$ cat src/logic/usiPkg.sv
// USI register bus shared definitions
// Bus widths, block address map, CSR offsets and bus FSM states
package usiPkg;

	// ------------------------------
	// Bus geometry
	// ------------------------------
	localparam int USI_BUS_WIDTH    = 32;	// Data and address width
	localparam int CSR_ADRS_WIDTH   = 16;	// Per block CSR space
	localparam int BLOCK_ADRS_WIDTH = 3;	// Block index above the CSR space
	localparam int CSR_ACTIVE_WIDTH = 8;	// Offset bits the slaves decode

	// Block index map, holes are unmapped
	typedef enum logic [BLOCK_ADRS_WIDTH-1:0]
	{
		BLK_GPIO  = 3'h0,
		BLK_TIMER = 3'h4
	} blockMapT;

	// ------------------------------
	// GPIO CSR offsets
	// ------------------------------
	localparam logic [CSR_ACTIVE_WIDTH-1:0] GPIO_OUT_OFS = 8'h00;	// Output level
	localparam logic [CSR_ACTIVE_WIDTH-1:0] GPIO_DIR_OFS = 8'h04;	// 1 = output
	localparam logic [CSR_ACTIVE_WIDTH-1:0] GPIO_ALT_OFS = 8'h08;	// Alternate enables
	localparam logic [CSR_ACTIVE_WIDTH-1:0] GPIO_IN_OFS  = 8'h0C;	// Synced pin state, RO

	// ------------------------------
	// Timer CSR offsets
	// ------------------------------
	localparam logic [CSR_ACTIVE_WIDTH-1:0] TMR_CTRL_OFS  = 8'h00;	// b0 enable, b1 clear
	localparam logic [CSR_ACTIVE_WIDTH-1:0] TMR_COUNT_OFS = 8'h04;	// Tick count, RO
	localparam logic [CSR_ACTIVE_WIDTH-1:0] TMR_CMP_OFS   = 8'h08;	// Compare value
	localparam logic [CSR_ACTIVE_WIDTH-1:0] TMR_STAT_OFS  = 8'h0C;	// b0 match, W1C

	// Alternate sources: PLL lock, heartbeat, timer match
	localparam int ALT_SRC_NUM = 3;

	// Bus engine FSM
	typedef enum logic [1:0]
	{
		BUS_IDLE,
		BUS_READ_ADDR,		// Slave strobe cycle
		BUS_READ_DATA,		// Slave word valid, capture
		BUS_RESP			// Waiting for host handshake
	} busStateT;

endpackage
$ cat src/logic/usiCoreTop.sv
// USI control plane top
// Bus engine with the GPIO and system timer slaves plus the LED heartbeat
`timescale 1ns/1ns

module usiCoreTop #(
	parameter int pGpioWidth    = 6,
	parameter int pHeartbeatDiv = 25000000
) (
	input  logic                              iMCLK,
	input  logic                              qnARST,
	// Host command
	input  logic                              iCmdValid,
	input  logic                              iCmdWrite,
	input  logic [usiPkg::USI_BUS_WIDTH-1:0]  iCmdAdrs,
	input  logic [usiPkg::USI_BUS_WIDTH-1:0]  iCmdWd,
	output logic                              oCmdReady,
	// Host read response
	output logic                              oRspValid,
	output logic [usiPkg::USI_BUS_WIDTH-1:0]  oRspRd,
	input  logic                              iRspReady,
	// Pins
	output logic [pGpioWidth-1:0]             oGpio,
	output logic [pGpioWidth-1:0]             oGpioDir,
	input  logic [pGpioWidth-1:0]             iGpioIn,
	input  logic                              iPllLocked
);
	import usiPkg::*;

	// ------------------------------
	// Slave side of the bus
	// ------------------------------
	logic                        sGpioSel;
	logic                        sTimerSel;
	logic                        sWe;
	logic [CSR_ACTIVE_WIDTH-1:0] sAdrs;
	logic [USI_BUS_WIDTH-1:0]    sWd;
	logic [USI_BUS_WIDTH-1:0]    sGpioRd;
	logic [USI_BUS_WIDTH-1:0]    sTimerRd;
	logic                        wHeartbeat;
	logic                        wTimerMatch;

	usiBus busEngine (
		.iMCLK(iMCLK),          .qnARST(qnARST),
		.iCmdValid(iCmdValid),  .iCmdWrite(iCmdWrite),
		.iCmdAdrs(iCmdAdrs),    .iCmdWd(iCmdWd),
		.oCmdReady(oCmdReady),
		.oRspValid(oRspValid),  .oRspRd(oRspRd),    .iRspReady(iRspReady),
		.oGpioSel(sGpioSel),    .oTimerSel(sTimerSel),
		.oWe(sWe),              .oAdrs(sAdrs),      .oWd(sWd),
		.iGpioRd(sGpioRd),      .iTimerRd(sTimerRd)
	);

	// Alt bit 0 PLL lock, bit 1 heartbeat, bit 2 timer match
	gpioBlock #(.pGpioWidth(pGpioWidth)) gpio (
		.iMCLK(iMCLK),      .qnARST(qnARST),
		.iSel(sGpioSel),    .iWe(sWe),          .iAdrs(sAdrs),
		.iWd(sWd),          .oRd(sGpioRd),
		.iAltSrc({wTimerMatch, wHeartbeat, iPllLocked}),
		.iGpioIn(iGpioIn),  .oGpio(oGpio),      .oGpioDir(oGpioDir)
	);

	sysTimerBlock sysTimer (
		.iMCLK(iMCLK),      .qnARST(qnARST),
		.iSel(sTimerSel),   .iWe(sWe),          .iAdrs(sAdrs),
		.iWd(sWd),          .oRd(sTimerRd),     .oMatch(wTimerMatch)
	);

	// LED heartbeat
	pulseGen #(.pDivClk(pHeartbeatDiv)) hbPulseGen (
		.iMCLK(iMCLK),      .qnARST(qnARST),    .oPulse(wHeartbeat)
	);

endmodule

$ cat src/logic/pulseGen.sv
// Heartbeat pulse generator
// Wrapping divider that emits a one cycle pulse every pDivClk cycles
`timescale 1ns/1ns

module pulseGen #(
	parameter int pDivClk = 25000000
) (
	input  logic iMCLK,
	input  logic qnARST,
	output logic oPulse
);
	localparam int lpCntWidth = (pDivClk > 1) ? $clog2(pDivClk) : 1;
	localparam logic [lpCntWidth-1:0] lpCntLast = lpCntWidth'(pDivClk - 1);

	logic [lpCntWidth-1:0] rCnt;
	logic                  wWrap;

	assign wWrap = (rCnt == lpCntLast);	// Terminal count

	always_ff @(posedge iMCLK or negedge qnARST)
	begin
		if (!qnARST)
		begin
			rCnt   <= '0;
			oPulse <= 1'b0;
		end
		else
		begin
			rCnt   <= wWrap ? '0 : rCnt + 1'b1;
			oPulse <= wWrap;		// High one cycle per period
		end
	end

endmodule

$ cat src/logic/sysTimerBlock.sv
// System tick timer slave
// 32 bit free running counter with enable and clear, compare register
// and a sticky match flag cleared by writing 1
`timescale 1ns/1ns

module sysTimerBlock (
	input  logic                                 iMCLK,
	input  logic                                 qnARST,
	// Slave strobes
	input  logic                                 iSel,
	input  logic                                 iWe,
	input  logic [usiPkg::CSR_ACTIVE_WIDTH-1:0]  iAdrs,
	input  logic [usiPkg::USI_BUS_WIDTH-1:0]     iWd,
	output logic [usiPkg::USI_BUS_WIDTH-1:0]     oRd,
	// Match flag out
	output logic                                 oMatch
);
	import usiPkg::*;

	logic                     rEnable;
	logic [USI_BUS_WIDTH-1:0] rCount;
	logic [USI_BUS_WIDTH-1:0] rCmp;
	logic                     rFlag;
	logic                     wCtrlWr;
	logic                     wStatClr;
	logic                     wHit;

	assign wCtrlWr  = iSel && iWe && (iAdrs == TMR_CTRL_OFS);
	assign wStatClr = iSel && iWe && (iAdrs == TMR_STAT_OFS) && iWd[0];
	assign wHit     = rEnable && (rCount == rCmp);	// Compare on the current count

	// ------------------------------
	// Control and compare
	// ------------------------------
	always_ff @(posedge iMCLK or negedge qnARST)
	begin
		if (!qnARST)
		begin
			rEnable <= 1'b0;
			rCmp    <= '1;		// Far away until programmed
		end
		else
		begin
			if (wCtrlWr) rEnable <= iWd[0];
			if (iSel && iWe && (iAdrs == TMR_CMP_OFS)) rCmp <= iWd;
		end
	end

	// Tick counter, clear bit wins over counting
	always_ff @(posedge iMCLK or negedge qnARST)
	begin
		if (!qnARST)                rCount <= '0;
		else if (wCtrlWr && iWd[1]) rCount <= '0;
		else if (rEnable)           rCount <= rCount + 1'b1;
	end

	// Sticky flag, a new match beats the clear
	always_ff @(posedge iMCLK or negedge qnARST)
	begin
		if (!qnARST)       rFlag <= 1'b0;
		else if (wHit)     rFlag <= 1'b1;
		else if (wStatClr) rFlag <= 1'b0;
	end

	// ------------------------------
	// Registered read mux
	// ------------------------------
	always_ff @(posedge iMCLK)
	begin
		if (iSel && !iWe)
		begin
			case (iAdrs)
				TMR_CTRL_OFS:  oRd <= USI_BUS_WIDTH'(rEnable);	// Clear bit reads 0
				TMR_COUNT_OFS: oRd <= rCount;
				TMR_CMP_OFS:   oRd <= rCmp;
				TMR_STAT_OFS:  oRd <= USI_BUS_WIDTH'(rFlag);
				default:       oRd <= '0;
			endcase
		end
	end

	assign oMatch = rFlag;

	// Flag can only rise out of an enabled cycle
	assert property (@(posedge iMCLK) disable iff (!qnARST)
		$rose(rFlag) |-> $past(rEnable))
		else $error("sysTimerBlock match flag set while disabled");

endmodule

$ cat src/logic/gpioBlock.sv
// GPIO slave block
// OUT, DIR and ALT registers on the USI bus, two flop input sync and
// the per pin alternate source mux for the low pins
`timescale 1ns/1ns

module gpioBlock #(
	parameter int pGpioWidth = 6
) (
	input  logic                                 iMCLK,
	input  logic                                 qnARST,
	// Slave strobes
	input  logic                                 iSel,
	input  logic                                 iWe,
	input  logic [usiPkg::CSR_ACTIVE_WIDTH-1:0]  iAdrs,
	input  logic [usiPkg::USI_BUS_WIDTH-1:0]     iWd,
	output logic [usiPkg::USI_BUS_WIDTH-1:0]     oRd,
	// Alternate sources
	input  logic [usiPkg::ALT_SRC_NUM-1:0]       iAltSrc,
	// Pins
	input  logic [pGpioWidth-1:0]                iGpioIn,
	output logic [pGpioWidth-1:0]                oGpio,
	output logic [pGpioWidth-1:0]                oGpioDir
);
	import usiPkg::*;

	logic [pGpioWidth-1:0] rOut;
	logic [pGpioWidth-1:0] rDir;
	logic [pGpioWidth-1:0] rAlt;		// Only the low ALT_SRC_NUM bits steer pins
	logic [pGpioWidth-1:0] rSync1;
	logic [pGpioWidth-1:0] rSync2;	// Stable pin image
	logic                  wWrite;

	assign wWrite = iSel && iWe;

	// ------------------------------
	// CSR write
	// ------------------------------
	always_ff @(posedge iMCLK or negedge qnARST)
	begin
		if (!qnARST)
		begin
			rOut <= '0;
			rDir <= '0;		// All inputs after reset
			rAlt <= '0;
		end
		else if (wWrite)
		begin
			case (iAdrs)
				GPIO_OUT_OFS: rOut <= iWd[pGpioWidth-1:0];
				GPIO_DIR_OFS: rDir <= iWd[pGpioWidth-1:0];
				GPIO_ALT_OFS: rAlt <= iWd[pGpioWidth-1:0];
				default:      ;	// GPIO_IN is read only
			endcase
		end
	end

	// Input synchronizer
	always_ff @(posedge iMCLK or negedge qnARST)
	begin
		if (!qnARST)
		begin
			rSync1 <= '0;
			rSync2 <= '0;
		end
		else
		begin
			rSync1 <= iGpioIn;
			rSync2 <= rSync1;
		end
	end

	// ------------------------------
	// Registered read mux
	// ------------------------------
	always_ff @(posedge iMCLK)
	begin
		if (iSel && !iWe)
		begin
			case (iAdrs)
				GPIO_OUT_OFS: oRd <= USI_BUS_WIDTH'(rOut);
				GPIO_DIR_OFS: oRd <= USI_BUS_WIDTH'(rDir);
				GPIO_ALT_OFS: oRd <= USI_BUS_WIDTH'(rAlt);
				GPIO_IN_OFS:  oRd <= USI_BUS_WIDTH'(rSync2);
				default:      oRd <= '0;
			endcase
		end
	end

	// Pin drive, low pins may take an alternate source
	for (genvar i = 0; i < pGpioWidth; i++)
	begin : genPin
		if (i < ALT_SRC_NUM)
		begin : genAlt
			assign oGpio[i] = rAlt[i] ? iAltSrc[i] : rOut[i];
		end
		else
		begin : genPlain
			assign oGpio[i] = rOut[i];
		end
	end

	assign oGpioDir = rDir;

	// Registers only move on a selected write strobe
	assert property (@(posedge iMCLK) disable iff (!qnARST)
		!$stable({rOut, rDir, rAlt}) |-> $past(iSel && iWe))
		else $error("gpioBlock register changed without a selected write");

endmodule

$ cat src/logic/usiBus.sv
// USI bus engine
// Accepts host commands over valid/ready, decodes the block index and
// issues one cycle registered strobes to the slaves. Reads return
// through a held response register.
`timescale 1ns/1ns

module usiBus (
	input  logic                                 iMCLK,
	input  logic                                 qnARST,
	// Host command
	input  logic                                 iCmdValid,
	input  logic                                 iCmdWrite,
	input  logic [usiPkg::USI_BUS_WIDTH-1:0]     iCmdAdrs,
	input  logic [usiPkg::USI_BUS_WIDTH-1:0]     iCmdWd,
	output logic                                 oCmdReady,
	// Host read response
	output logic                                 oRspValid,
	output logic [usiPkg::USI_BUS_WIDTH-1:0]     oRspRd,
	input  logic                                 iRspReady,
	// Slave strobes
	output logic                                 oGpioSel,
	output logic                                 oTimerSel,
	output logic                                 oWe,
	output logic [usiPkg::CSR_ACTIVE_WIDTH-1:0]  oAdrs,
	output logic [usiPkg::USI_BUS_WIDTH-1:0]     oWd,
	// Slave read words
	input  logic [usiPkg::USI_BUS_WIDTH-1:0]     iGpioRd,
	input  logic [usiPkg::USI_BUS_WIDTH-1:0]     iTimerRd
);
	import usiPkg::*;

	busStateT  rState;
	blockMapT  wCmdBlk;
	blockMapT  rRdBlk;		// Block of the read in flight
	logic      wCmdAccept;
	logic      wHitGpio;
	logic      wHitTimer;

	// ------------------------------
	// Command decode
	// ------------------------------
	assign oCmdReady  = (rState == BUS_IDLE);
	assign wCmdAccept = iCmdValid && oCmdReady;
	assign wCmdBlk    = blockMapT'(iCmdAdrs[CSR_ADRS_WIDTH +: BLOCK_ADRS_WIDTH]);
	assign wHitGpio   = (wCmdBlk == BLK_GPIO);
	assign wHitTimer  = (wCmdBlk == BLK_TIMER);
	assign oRspValid  = (rState == BUS_RESP);

	// Select and write strobes, one cycle per access
	always_ff @(posedge iMCLK or negedge qnARST)
	begin
		if (!qnARST)
		begin
			oGpioSel  <= 1'b0;
			oTimerSel <= 1'b0;
			oWe       <= 1'b0;
		end
		else
		begin
			oGpioSel  <= wCmdAccept && wHitGpio;
			oTimerSel <= wCmdAccept && wHitTimer;
			oWe       <= wCmdAccept && iCmdWrite && (wHitGpio || wHitTimer);	// Unmapped dropped
		end
	end

	// Offset and write data follow the accepted command
	always_ff @(posedge iMCLK)
	begin
		if (wCmdAccept)
		begin
			oAdrs <= iCmdAdrs[CSR_ACTIVE_WIDTH-1:0];
			oWd   <= iCmdWd;
		end
	end

	// ------------------------------
	// Read FSM
	// ------------------------------
	always_ff @(posedge iMCLK or negedge qnARST)
	begin
		if (!qnARST)
		begin
			rState <= BUS_IDLE;
			rRdBlk <= BLK_GPIO;
		end
		else
		begin
			case (rState)
				BUS_IDLE:
				begin
					if (wCmdAccept && !iCmdWrite)
					begin
						rState <= BUS_READ_ADDR;
						rRdBlk <= wCmdBlk;		// Remember target for the mux
					end
				end
				BUS_READ_ADDR: rState <= BUS_READ_DATA;	// Slave registers its word
				BUS_READ_DATA: rState <= BUS_RESP;
				BUS_RESP:      if (iRspReady) rState <= BUS_IDLE;
				default:       rState <= BUS_IDLE;
			endcase
		end
	end

	// Response word capture, unmapped reads give zero
	always_ff @(posedge iMCLK)
	begin
		if (rState == BUS_READ_DATA)
		begin
			case (rRdBlk)
				BLK_GPIO:  oRspRd <= iGpioRd;
				BLK_TIMER: oRspRd <= iTimerRd;
				default:   oRspRd <= '0;
			endcase
		end
	end

	// Stalled response holds its word
	assert property (@(posedge iMCLK) disable iff (!qnARST)
		(oRspValid && !iRspReady) |=> (oRspValid && $stable(oRspRd)))
		else $error("usiBus response changed while stalled");

	// Read blocks the host until its response is up
	assert property (@(posedge iMCLK) disable iff (!qnARST)
		(wCmdAccept && !iCmdWrite) |=> !oCmdReady [*2] ##1 (oRspValid && !oCmdReady))
		else $error("usiBus accepted a command during a pending read");

endmodule

$ cat config.mk
export PLATFORM = sky130hd
export DESIGN_NAME = usiCoreTop
export DESIGN_NICKNAME = d
export VERILOG_FILES = /design/src/logic/usiPkg.sv /design/src/logic/usiCoreTop.sv /design/src/logic/pulseGen.sv /design/src/logic/sysTimerBlock.sv /design/src/logic/gpioBlock.sv /design/src/logic/usiBus.sv
export SDC_FILE = /design/constraint.sdc
export NUM_CORES = 1
export LEC_CHECK = 0
export ABC_AREA = 0
export BUFFER_PORTS_ARGS = -buffer_cell sky130_fd_sc_hd__buf_4
export CAP_MARGIN = 40
export CORE_MARGIN = 2
export CORE_UTILIZATION = 50
export DETAILED_ROUTE_END_ITERATION = 8
export PLACE_DENSITY_LB_ADDON = 0.2
export SLEW_MARGIN = 30
export SYNTH_ARGS = -nofsm -noshare
export SYNTH_HDL_FRONTEND = slang
export SYNTH_SLANG_ARGS = --single-unit
$ cat constraint.sdc
create_clock -name iMCLK -period 2.8 [get_ports iMCLK]
set_input_delay 0.14 -clock iMCLK [delete_from_list [all_inputs] [get_ports iMCLK]]
set_output_delay 0.14 -clock iMCLK [all_outputs]
set_load 0.1 [all_outputs]
==> results of run 1 <==
cell usage in the layout (no fill, tap or decap), types with 2 or more instances in the layout:
cell and instances:
a21oi_1 31, a22o_1 31, and2_1 31, and3_1 13, and4_1 9, buf_4 115, bufinv_16 2, clkbuf_1 7
clkbuf_16 25, clkinv_1 3, clkinv_2 5, dfrtp_1 98, dfstp_2 32, dlygate4sd3_1 54, edfxtp_1 110, ha_1 6
inv_1 10, mux2_2 56, mux2i_1 7, mux4_2 7, nand2_1 25, nand2b_1 4, nand3_1 23, nand4_1 13
nor2_1 31, nor2b_1 3, nor3_1 8, nor4_1 14, o21ai_0 13, o31ai_1 22, or2_2 2, or3_1 9
or4_1 23, xnor2_1 9, xor2_1 46
path summary, 6_finish.rpt:
path                                                   endpoint
max in group asynchronous       sysTimer.rCount[24]$_DFFE_PN0P_
worst min-delay path            busEngine.rState[0]$_DFFE_PN0P_
worst max register to register         gpio.rOut[2]$_DFFE_PN0P_
worst min register to register         gpio.rSync2[3]$_DFF_PN0_
min in group asynchronous              gpio.rSync2[3]$_DFF_PN0_
worst max-delay path                   gpio.rOut[2]$_DFFE_PN0P_
registers in the layout (all words and copies together) (netlist names), 8 cells and up:
name and cells:
hbPulseGen.rCnt 25, sysTimer.oRd 32, busEngine.oRspRd 32, busEngine.oWd 32
busEngine.oAdrs 8, sysTimer.rCount 32, sysTimer.rCmp 32
kinds of logic (layout without fill, tap and decap cells):
group | count (synthesis) | in the layout | synth area share (%)
adder cells (fa/ha/maj) | 6 | 6 | 0.738
multiplexers | 70 | 70 | 8.44
AO/OA/AOI/OAI | 100 | 100 | 6.72
XOR/XNOR | 55 | 55 | 4.74
buffers and inverters | 55 | 224 | 2.30
AND/OR/NAND/NOR | 214 | 214 | 12.2
flip-flops | 240 | 240 | 64.9
synthesized netlist by cell type, drive strengths merged:
cell type / number / area [um^2]
a21oi: 31 / 155
a22o: 31 / 272
and2: 31 / 194
and3: 13 / 81.3
and4: 9 / 78.8
buf: 11 / 67.6
clkbuf: 34 / 129
dfrtp: 98 / 2450
dfstp: 32 / 841
edfxtp: 110 / 3300
ha: 6 / 75.1
inv: 10 / 37.5
mux2: 56 / 631
mux2i: 7 / 70.1
mux4: 7 / 158
nand2: 25 / 93.8
nand2b: 4 / 25.0
nand3: 23 / 115
nand3b: 1 / 7.51
nand4: 14 / 93.8
nor2: 31 / 116
nor2b: 4 / 25.0
nor3: 9 / 50.1
nor4: 16 / 115
o21ai: 13 / 65.1
o21ba: 1 / 10.0
o21bai: 1 / 7.51
o31a: 1 / 8.76
o31ai: 22 / 165
or2: 2 / 12.5
or3: 9 / 56.3
or4: 23 / 173
xnor2: 9 / 78.8
xor2: 46 / 403
per-layer routing:
layer | share of wire [%] | up-vias
li1 | - | 3051
met1 | 45 | 3216
met2 | 47 | 207
met3 | 5.8 | 31
met4 | 1.7 | 0
met5 | 0 | -
layout make-up:
| cell class | count | area, um^2 |
|---|---|---|
| clock buffer | 32 | 652 |
| clock inverter | 12 | 113 |
| fill | 1543 | 7590 |
| inverter | 10 | 37.5 |
| multi-input combinational | 445 | 3350 |
| sequential | 240 | 6600 |
| tap | 270 | 338 |
| timing repair buffer | 170 | 1420 |
tightest hold or removal path, cell delays in order:
cell,delay [ns]
buf_4,0.11
nand2b_1,0.06
a21oi_1,0.10
o21ai_0,0.14
report_power, final:
part           internal, uW  total, uW  leakage (uW)  switching, uW
clock network          1820       3080      0.000373           1260
registers              4160       4310       0.00264            157
logic                   497       2180       0.00226           1680
metrics by stage:
| stage | hold WS, ns | instances | utilization (%) | power (uW) | worst slack (ns) |
|---|---|---|---|---|---|
| finish | 0.0907 | 1179 | 62.2 | 9570 | 0.418 |
| global route | 0.141 | 1179 | 62.2 | 9950 | 0.285 |
| CTS | 0.0697 | 1179 | 62.2 | 9690 | 0.439 |
| detailed placement | 0.251 | 1081 | 55.7 | 6520 | 0.446 |
| global placement | 0.250 | 1081 | 55.7 | 6470 | 0.512 |
| floorplan | -0.156 | 740 | - | 6000 | 0.0332 |
==> results_dict.tcl, run 1 <==
set metrics [dict create \
    status "finished clean" \
    fin_nets 973 \
    met3_usage_pct 2.91 \
    syn_nets 822 \
    gr-total-overflow 0 \
    die_h_um 147 \
    netlist_area_mm2 0.0102 \
    die_area_mm2 0.0215 \
    cts_resized 0 \
    reg2reg_slack_ns 0.42 \
    drc 0 \
    cp_max_fo 9 \
    grt_first_pass_wirelength_um 33600 \
    htreeDepth 1 \
    core_mm2 0.0201 \
    end_kind "flip-flop" \
    routed_via_density 5.52 \
    drt_first_pass_iters 6 \
    drv_slew 0 \
    cts_tree "done" \
    crit_chain "nor4_4 -> nand2_1 -> or4_1 -> mux2_2" \
    use_met2_pct 31.0 \
    leakage_uw 0.00527 \
    ant_nets 0 \
    cp_data_arrival_time_ns 2.77 \
    fin_area_mm2 0.0125 \
    crit_type "reg2reg" \
    setup_viol 0 \
    avgSynthCellArea_um2 13.7 \
    wirelength_um 20600 \
    regToRegStartpoint "busEngine.oAdrs[7]$_DFFE_PN_" \
    syn_inst 740 \
    ys_warn_count 0 \
    post-cts-setup-buffer-count 0 \
    antenna_found_initial 0 \
    track_usage_pct 19.5 \
    cts.clk_slew.worst_paths_ns 0.06 \
    clk_latency_ns 0.51 \
    drive_gt1_share_pct 27.8 \
    start_kind "flip-flop" \
    hp-class "in2reg" \
    cp_num_buf_inv 0 \
    synth_cell_types 39 \
    num_antenna_cells 0 \
    period_share_pct 85.1 \
    timing.fmax_mhz 420 \
    ys_ff_latch 240 \
    skew_ns 0.0158 \
    clk_path_buf_depth 3 \
    cp_slowest_cell "or4_1" \
    grt_pass1_vias 6394 \
    die_w_um 147 \
    routedWlPerCell_um 17.5 \
    hold_buffers 54 \
    start_util_pct 50.6 \
    hpwlAfterDp_um 13700 \
    port_buffers 100 \
    syn_to_final_growth_pct 23.1 \
    num_vias 6505 \
    root_buffer "clkbuf_16" \
    tightest_slew_ns 0.729 \
    pin_count 122 \
    holdPathStages 4 \
    slowest_delay_ns 0.72 \
    routabilityCongestion 0.888 \
    grt_max_degree 131 \
    yosysSeqAreaShare_pct 64.9 \
    final.setup.tns_ns 0 \
    rows 52 \
    critical_path.top_delay_family "simple AND/OR/NAND/NOR gates" \
    ir_drop_mv 0.544 \
    crit_cells 4 \
    cts_sinks 240 \
    rsz0062_at_grt "no" \
    p_per_area_mw_per_mm2 765 \
    rr_worst_depth 4 \
    drt_iter0_drc 622 \
    numCtsBuffers 24 \
    crit_start "busEngine.oAdrs[7]$_DFFE_PN_" \
    min_from "iCmdValid" \
    relSlewSlack_pct 51.4 \
    fin_crit_ns 2.38 \
    drv_cap 0 \
    gr-max-usage-layer "met2" \
    required_ns 3.18 \
    final-hold-violation-count 0 \
    placed_area_mm2 0.0112 \
    use_met1_pct 28.4 \
]
(Power assumes the default switching activity.)
==> run 2: changes to the inputs <==
--- a/config.mk
+++ b/config.mk
@@ -12,6 +12,7 @@
 export CORE_UTILIZATION = 50
 export DETAILED_ROUTE_END_ITERATION = 8
 export PLACE_DENSITY_LB_ADDON = 0.2
+export RECOVER_POWER = 100
 export SLEW_MARGIN = 30
 export SYNTH_ARGS = -nofsm -noshare
 export SYNTH_HDL_FRONTEND = slang
==> run 2 against run 1 <==
Net effect:
- first-iteration DRC count down 5.5%
- sequential share of layout area increased by 1.0 points
- highest routed layer unchanged
- combinational power down 8%
- critical path depth unchanged
- sequential power is essentially flat
- cell area is 1.9% lower
- the run now ends with capacitance limit, slew limit left
- global-route usage did not move
- critical path type unchanged
==> results_dict.tcl, run 2 (same netlist as run 1, synthesis figures left out) <==
set metrics [dict create \
    drv_cap 3 \
    fin_crit_ns 2.46 \
    clk_path_buf_depth 3 \
    root_buffer "clkbuf_16" \
    final-hold-violation-count 0 \
    drt_iter0_drc 588 \
    path_common_cell "or4_1" \
    tightest_slew_ns 1.80 \
    cts_tree "done" \
    ir_drop_mv 0.537 \
    fin_area_mm2 0.0123 \
    p_int_uw 6310 \
    skew_ns 0.0133 \
    start_util_pct 50.6 \
    start_kind "flip-flop" \
    syn_to_final_growth_pct 20.8 \
    cp_data_arrival_time_ns 2.89 \
    p_comb_share_pct 21.3 \
    placed_area_mm2 0.0112 \
    final_common_cell "edfxtp_1" \
    setup_viol 0 \
    end_kind "flip-flop" \
    slowest_delay_ns 0.80 \
    routed_via_density 5.50 \
    place_ws_ns 0.446 \
    required_ns 3.23 \
    mostFrequentLayoutCells "edfxtp_1, dfrtp_1, clkbuf_1" \
    drive_gt1_share_pct 21.7 \
    die_w_um 147 \
    fin_nets 973 \
    cp_num_buf_inv 0 \
    cp_slowest_cell "or4_1" \
    switchingPower_uw 3100 \
    routedWlPerCell_um 17.5 \
    p_per_area_mw_per_mm2 767 \
    antenna_found_initial 0 \
    cts_resized 0 \
    core_mm2 0.0201 \
    num_antenna_cells 0 \
    pwr-share-clk_pct 32.7 \
    rsz0062_at_grt "no" \
    wirelength_um 20600 \
    cts.clk_slew.worst_paths_ns 0.06 \
    cts_sinks 240 \
    violations "capacitance limit, slew limit" \
    die_area_mm2 0.0215 \
    rows 52 \
    hpwlAfterDp_um 13700 \
    relSlewSlack_pct -19.9 \
    hp-class "in2reg" \
    routabilityCongestion 0.888 \
    clk_latency_ns 0.51 \
    drv_slew 198 \
    ant_nets 0 \
    seq_power_share_pct 45.9 \
    grt_pass1_vias 6394 \
    numCtsBuffers 24 \
    fill_cells 1603 \
    timing.fmax_mhz 406 \
    critical_path.top_delay_family "simple AND/OR/NAND/NOR gates" \
    post-cts-setup-buffer-count 0 \
    final.setup.tns_ns 0 \
    crit_type "reg2reg" \
    drc 0 \
    period_share_pct 87.9 \
    pin_count 122 \
    crit_chain "nand4_1 -> or4_1 -> or4_1 -> a21oi_1" \
    grt_first_pass_wirelength_um 33600 \
    dp_cells 1081 \
    num_vias 6483 \
    gr-total-overflow 0 \
    port_buffers 100 \
    finish.utilization_pct 61.1 \
    cp_max_fo 10 \
    track_usage_pct 19.5 \
    sw_frac_of_total_pct 32.9 \
    grt_max_degree 131 \
    die_h_um 147 \
    worst_slack_ns 0.338 \
    status "complete, but fails checks" \
    drt_first_pass_iters 5 \
    leakage_uw 0.00502 \
    final_cells 1179 \
    htreeDepth 1 \
]
## run 2: cell types whose count changed in the layout (fill, tap and decap cells not counted), sizes merged
cell / delta
buf: -103
clkbuf: +103
## run 2: cell type report
cell class / instances / area (um^2) / share of cell area (%)
flip-flops and latches: 240 / 6600 / 53.7
multi-input cells: 445 / 3340 / 27.2
repair buffers: 170 / 1200 / 9.78
clock buffers: 32 / 652 / 5.31
well taps: 270 / 338 / 2.75
clock inverters: 12 / 113 / 0.917
inverters: 10 / 37.5 / 0.306
## run 2: worst paths after layout
path | endpoint | cells past startpoint | slack (ns) | from
max | sysTimer.rCount[31]$_DFFE_PN0P_ | 4 | 0.34 | sysTimer.rCount[4]$_DFFE_PN0P_
min | busEngine.rState[0]$_DFFE_PN0P_ | 4 | 0.09 | iCmdValid
max reg2reg | sysTimer.rCount[31]$_DFFE_PN0P_ | 4 | 0.34 | sysTimer.rCount[4]$_DFFE_PN0P_
min reg2reg | gpio.rSync2[3]$_DFF_PN0_ | 0 | 0.35 | gpio.rSync1[3]$_DFF_PN0_
max in group asynchronous | sysTimer.rCount[24]$_DFFE_PN0P_ | 3 | 0.88 | qnARST
min in group asynchronous | gpio.rSync2[3]$_DFF_PN0_ | 3 | 0.76 | qnARST
## run 2: timing repair
item                                    CTS  global route
endpoints found under the hold margin   150             0
endpoints found under the setup margin    0             0
hold buffers                             54             0
## run 2: per-stage QoR
step / hold WS [ns] / power, uW
5_1_grt: 0.141 / 9800
6_report: 0.0907 / 9410
2_1_floorplan: -0.156 / 6000
4_1_cts: 0.0697 / 9690
3_3_place_gp: 0.250 / 6470
3_5_place_dp: 0.251 / 6520
## run 2: layer usage
| metal | GRT usage [%] | up-vias | share of wire, % |
|---|---|---|---|
| met5 | 0 | - | 0 |
| met4 | 4.95 | 0 | 1.7 |
| met3 | 2.91 | 29 | 5.6 |
| met2 | 31.0 | 197 | 47 |
| met1 | 28.4 | 3204 | 45 |
| li1 | - | 3053 | - |
## run 2: power groups by stage
| stage | combinational [uW] | clock, uW | sequential [uW] |
|---|---|---|---|
| 2_1_floorplan | 561 | 0 | 5440 |
| 3_3_place_gp | 2100 | 0 | 4370 |
| 3_5_place_dp | 2130 | 0 | 4390 |
| 4_1_cts | 2200 | 3170 | 4320 |
| 5_1_grt | 2120 | 3310 | 4370 |
| 6_report | 2010 | 3080 | 4320 |
## run 2: worst reg2reg max path: cells and delay by family (launching register included)
| family | cells | cell delay, ns |
|---|---|---|
| AOI/OAI and AO/OA | 1 | 0.15 |
| DFF | 1 | 0.56 |
| and+or+nand+nor | 3 | 1.68 |
==> run 3: changes to the inputs <==
--- a/config.mk
+++ b/config.mk
@@ -9,7 +9,7 @@
 export BUFFER_PORTS_ARGS = -buffer_cell sky130_fd_sc_hd__buf_4
 export CAP_MARGIN = 40
 export CORE_MARGIN = 2
-export CORE_UTILIZATION = 50
+export CORE_UTILIZATION = 58
 export DETAILED_ROUTE_END_ITERATION = 8
 export PLACE_DENSITY_LB_ADDON = 0.2
 export RECOVER_POWER = 100
==> run 3 against run 2 <==
Net effect:
- the flow still finishes with violations (capacitance limit, slew limit)
- cell count down 3.7%
- combinational power is essentially flat
- worst hold slack improved by 0.016 ns
- setup slack gained 0.0042 ns
- largest power group unchanged
==> results_dict.tcl, run 3 (same netlist as run 1, synthesis figures left out) <==
set metrics [dict create \
    placed_area_mm2 0.0111 \
    start_kind "flip-flop" \
    whs_ns 0.107 \
    end_kind "flip-flop" \
    cp_slowest_cell "clkbuf_2" \
    crit_type "reg2reg" \
    drc 0 \
    slowest_delay_ns 0.58 \
    relSlewSlack_pct -16.2 \
    final_common_cell "edfxtp_1" \
    wirelength_um 20400 \
    ant_nets 0 \
    die_area_mm2 0.0186 \
    core_mm2 0.0172 \
    track_usage_pct 22.8 \
    cts.clk_slew.worst_paths_ns 0.06 \
    routabilityCongestion 0.916 \
    critical_path.top_delay_family "simple AND/OR/NAND/NOR gates" \
    mostFrequentLayoutCells "edfxtp_1, dfrtp_1, clkbuf_1" \
    drv_slew 99 \
    routed_via_density 5.75 \
    root_buffer "clkbuf_16" \
    grt_pass1_vias 6340 \
    rows 48 \
    hp-class "in2reg" \
    htreeDepth 1 \
    routedWlPerCell_um 18.0 \
    rsz0062_at_grt "no" \
    ir_drop_mv 0.715 \
    cts_tree "done" \
    timing.fmax_mhz 407 \
    numCtsBuffers 25 \
    p_per_area_mw_per_mm2 772 \
    die_w_um 136 \
    syn_to_final_growth_pct 20.5 \
    cts_sinks 240 \
    num_antenna_cells 0 \
    fin_nets 973 \
    cp_data_arrival_time_ns 2.82 \
    required_ns 3.16 \
    post-cts-setup-buffer-count 0 \
    die_h_um 136 \
    fill_cells 1184 \
    clk_latency_ns 0.53 \
    antenna_found_initial 0 \
    hpwlAfterDp_um 13400 \
    grt_first_pass_wirelength_um 33100 \
    fin_crit_ns 2.46 \
    drt_iter0_drc 459 \
    cts_resized 0 \
    port_buffers 100 \
    place_ws_ns 0.390 \
    final-hold-violation-count 0 \
    drt_first_pass_iters 5 \
    gr-total-overflow 0 \
    start_util_pct 59.0 \
    leakage_uw 0.00503 \
    final.setup.tns_ns 0 \
    clk_path_buf_depth 3 \
    power_uw 9460 \
    skew_ns 0.0182 \
    setup_viol 0 \
    num_vias 6525 \
    tightest_slew_ns 1.74 \
    worst_slack_ns 0.342 \
    drv_cap 3 \
    status "complete, but fails checks" \
    drive_gt1_share_pct 22.1 \
    grt_max_degree 66 \
    pin_count 122 \
    cp_max_fo 31 \
    violations "capacitance limit, slew limit" \
    period_share_pct 87.8 \
    cp_num_buf_inv 1 \
    fin_area_mm2 0.0122 \
    crit_chain "nor4_4 -> nand2_1 -> nor2_1 -> clkbuf_2 -> a22o_1" \
]
==> run 3: changes by cell type in the layout (fill, tap and decap cells not counted), moves of 2 or more <==
cell      before  now
inv_6          0    2
clkinv_2       5    7
and2_1        12   10
clkbuf_1      61   58
and2_0        19   21
==> run 3: worst min-delay path: cells and delay by family <==
kind | cells | cell delay (ns)
buffers and inverters | 1 | 0.11
AND/OR/NAND/NOR | 2 | 0.14
AO/OA/AOI/OAI | 2 | 0.18
==> run 3: layout make-up <==
| cell class | instances | area (um^2) | area share, % |
|---|---|---|---|
| sequential | 240 | 6600 | 53.9 |
| multi-input combinational | 445 | 3340 | 27.3 |
| timing repair buffer | 169 | 1210 | 9.88 |
| clock buffer | 30 | 644 | 5.26 |
| tap | 225 | 282 | 2.30 |
| clock inverter | 16 | 141 | 1.15 |
| inverter | 10 | 37.5 | 0.306 |
==> run 3: where the power goes <==
group | switching [uW] | total, uW | leakage [uW] | internal (uW)
Combinational | 1670 | 1990 | 0.00200 | 322
Sequential | 151 | 4320 | 0.00264 | 4170
Clock | 1320 | 3150 | 0.000386 | 1830
==> run 3: worst paths after layout <==
check	slack (ns)	cells past startpoint	startpoint	to
max	0.34	5	busEngine.oAdrs[7]$_DFFE_PN_	sysTimer.oRd[7]$_DFFE_PP_
min	0.11	5	iCmdValid	busEngine.rState[1]$_DFFE_PN0P_
max reg2reg	0.34	5	busEngine.oAdrs[7]$_DFFE_PN_	sysTimer.oRd[7]$_DFFE_PP_
min reg2reg	0.34	0	gpio.rSync1[2]$_DFF_PN0_	gpio.rSync2[2]$_DFF_PN0_
max in group asynchronous	0.87	3	qnARST	sysTimer.rCmp[31]$_DFFE_PN1P_
min in group asynchronous	0.64	2	qnARST	hbPulseGen.rCnt[8]$_DFF_PN0_
==> run 3: through the flow <==
stage	cells	utilization, %
final	1135	71.1
after global placement	1035	64.6
after CTS	1135	72.3
after global routing	1135	71.1
after floorplan	740	-
after detailed placement	1035	64.6
==> run 3: what timing repair did <==
item,4_1_cts,5_1_grt
hold endpoints to repair,121,0
setup endpoints to repair,0,0
hold buffers,54,0
==> run 3: layer usage <==
metal  routed length [um]  vias up  track usage [%]  part of all wire (%)
li1                     -     3045                -                     -
met1                 8710     3209             32.5                    43
met2                 9890      242             37.4                    48
met3                 1430       29             3.24                   7.0
met4                  372        0             5.90                   1.8
met5                    0        -                0                     0
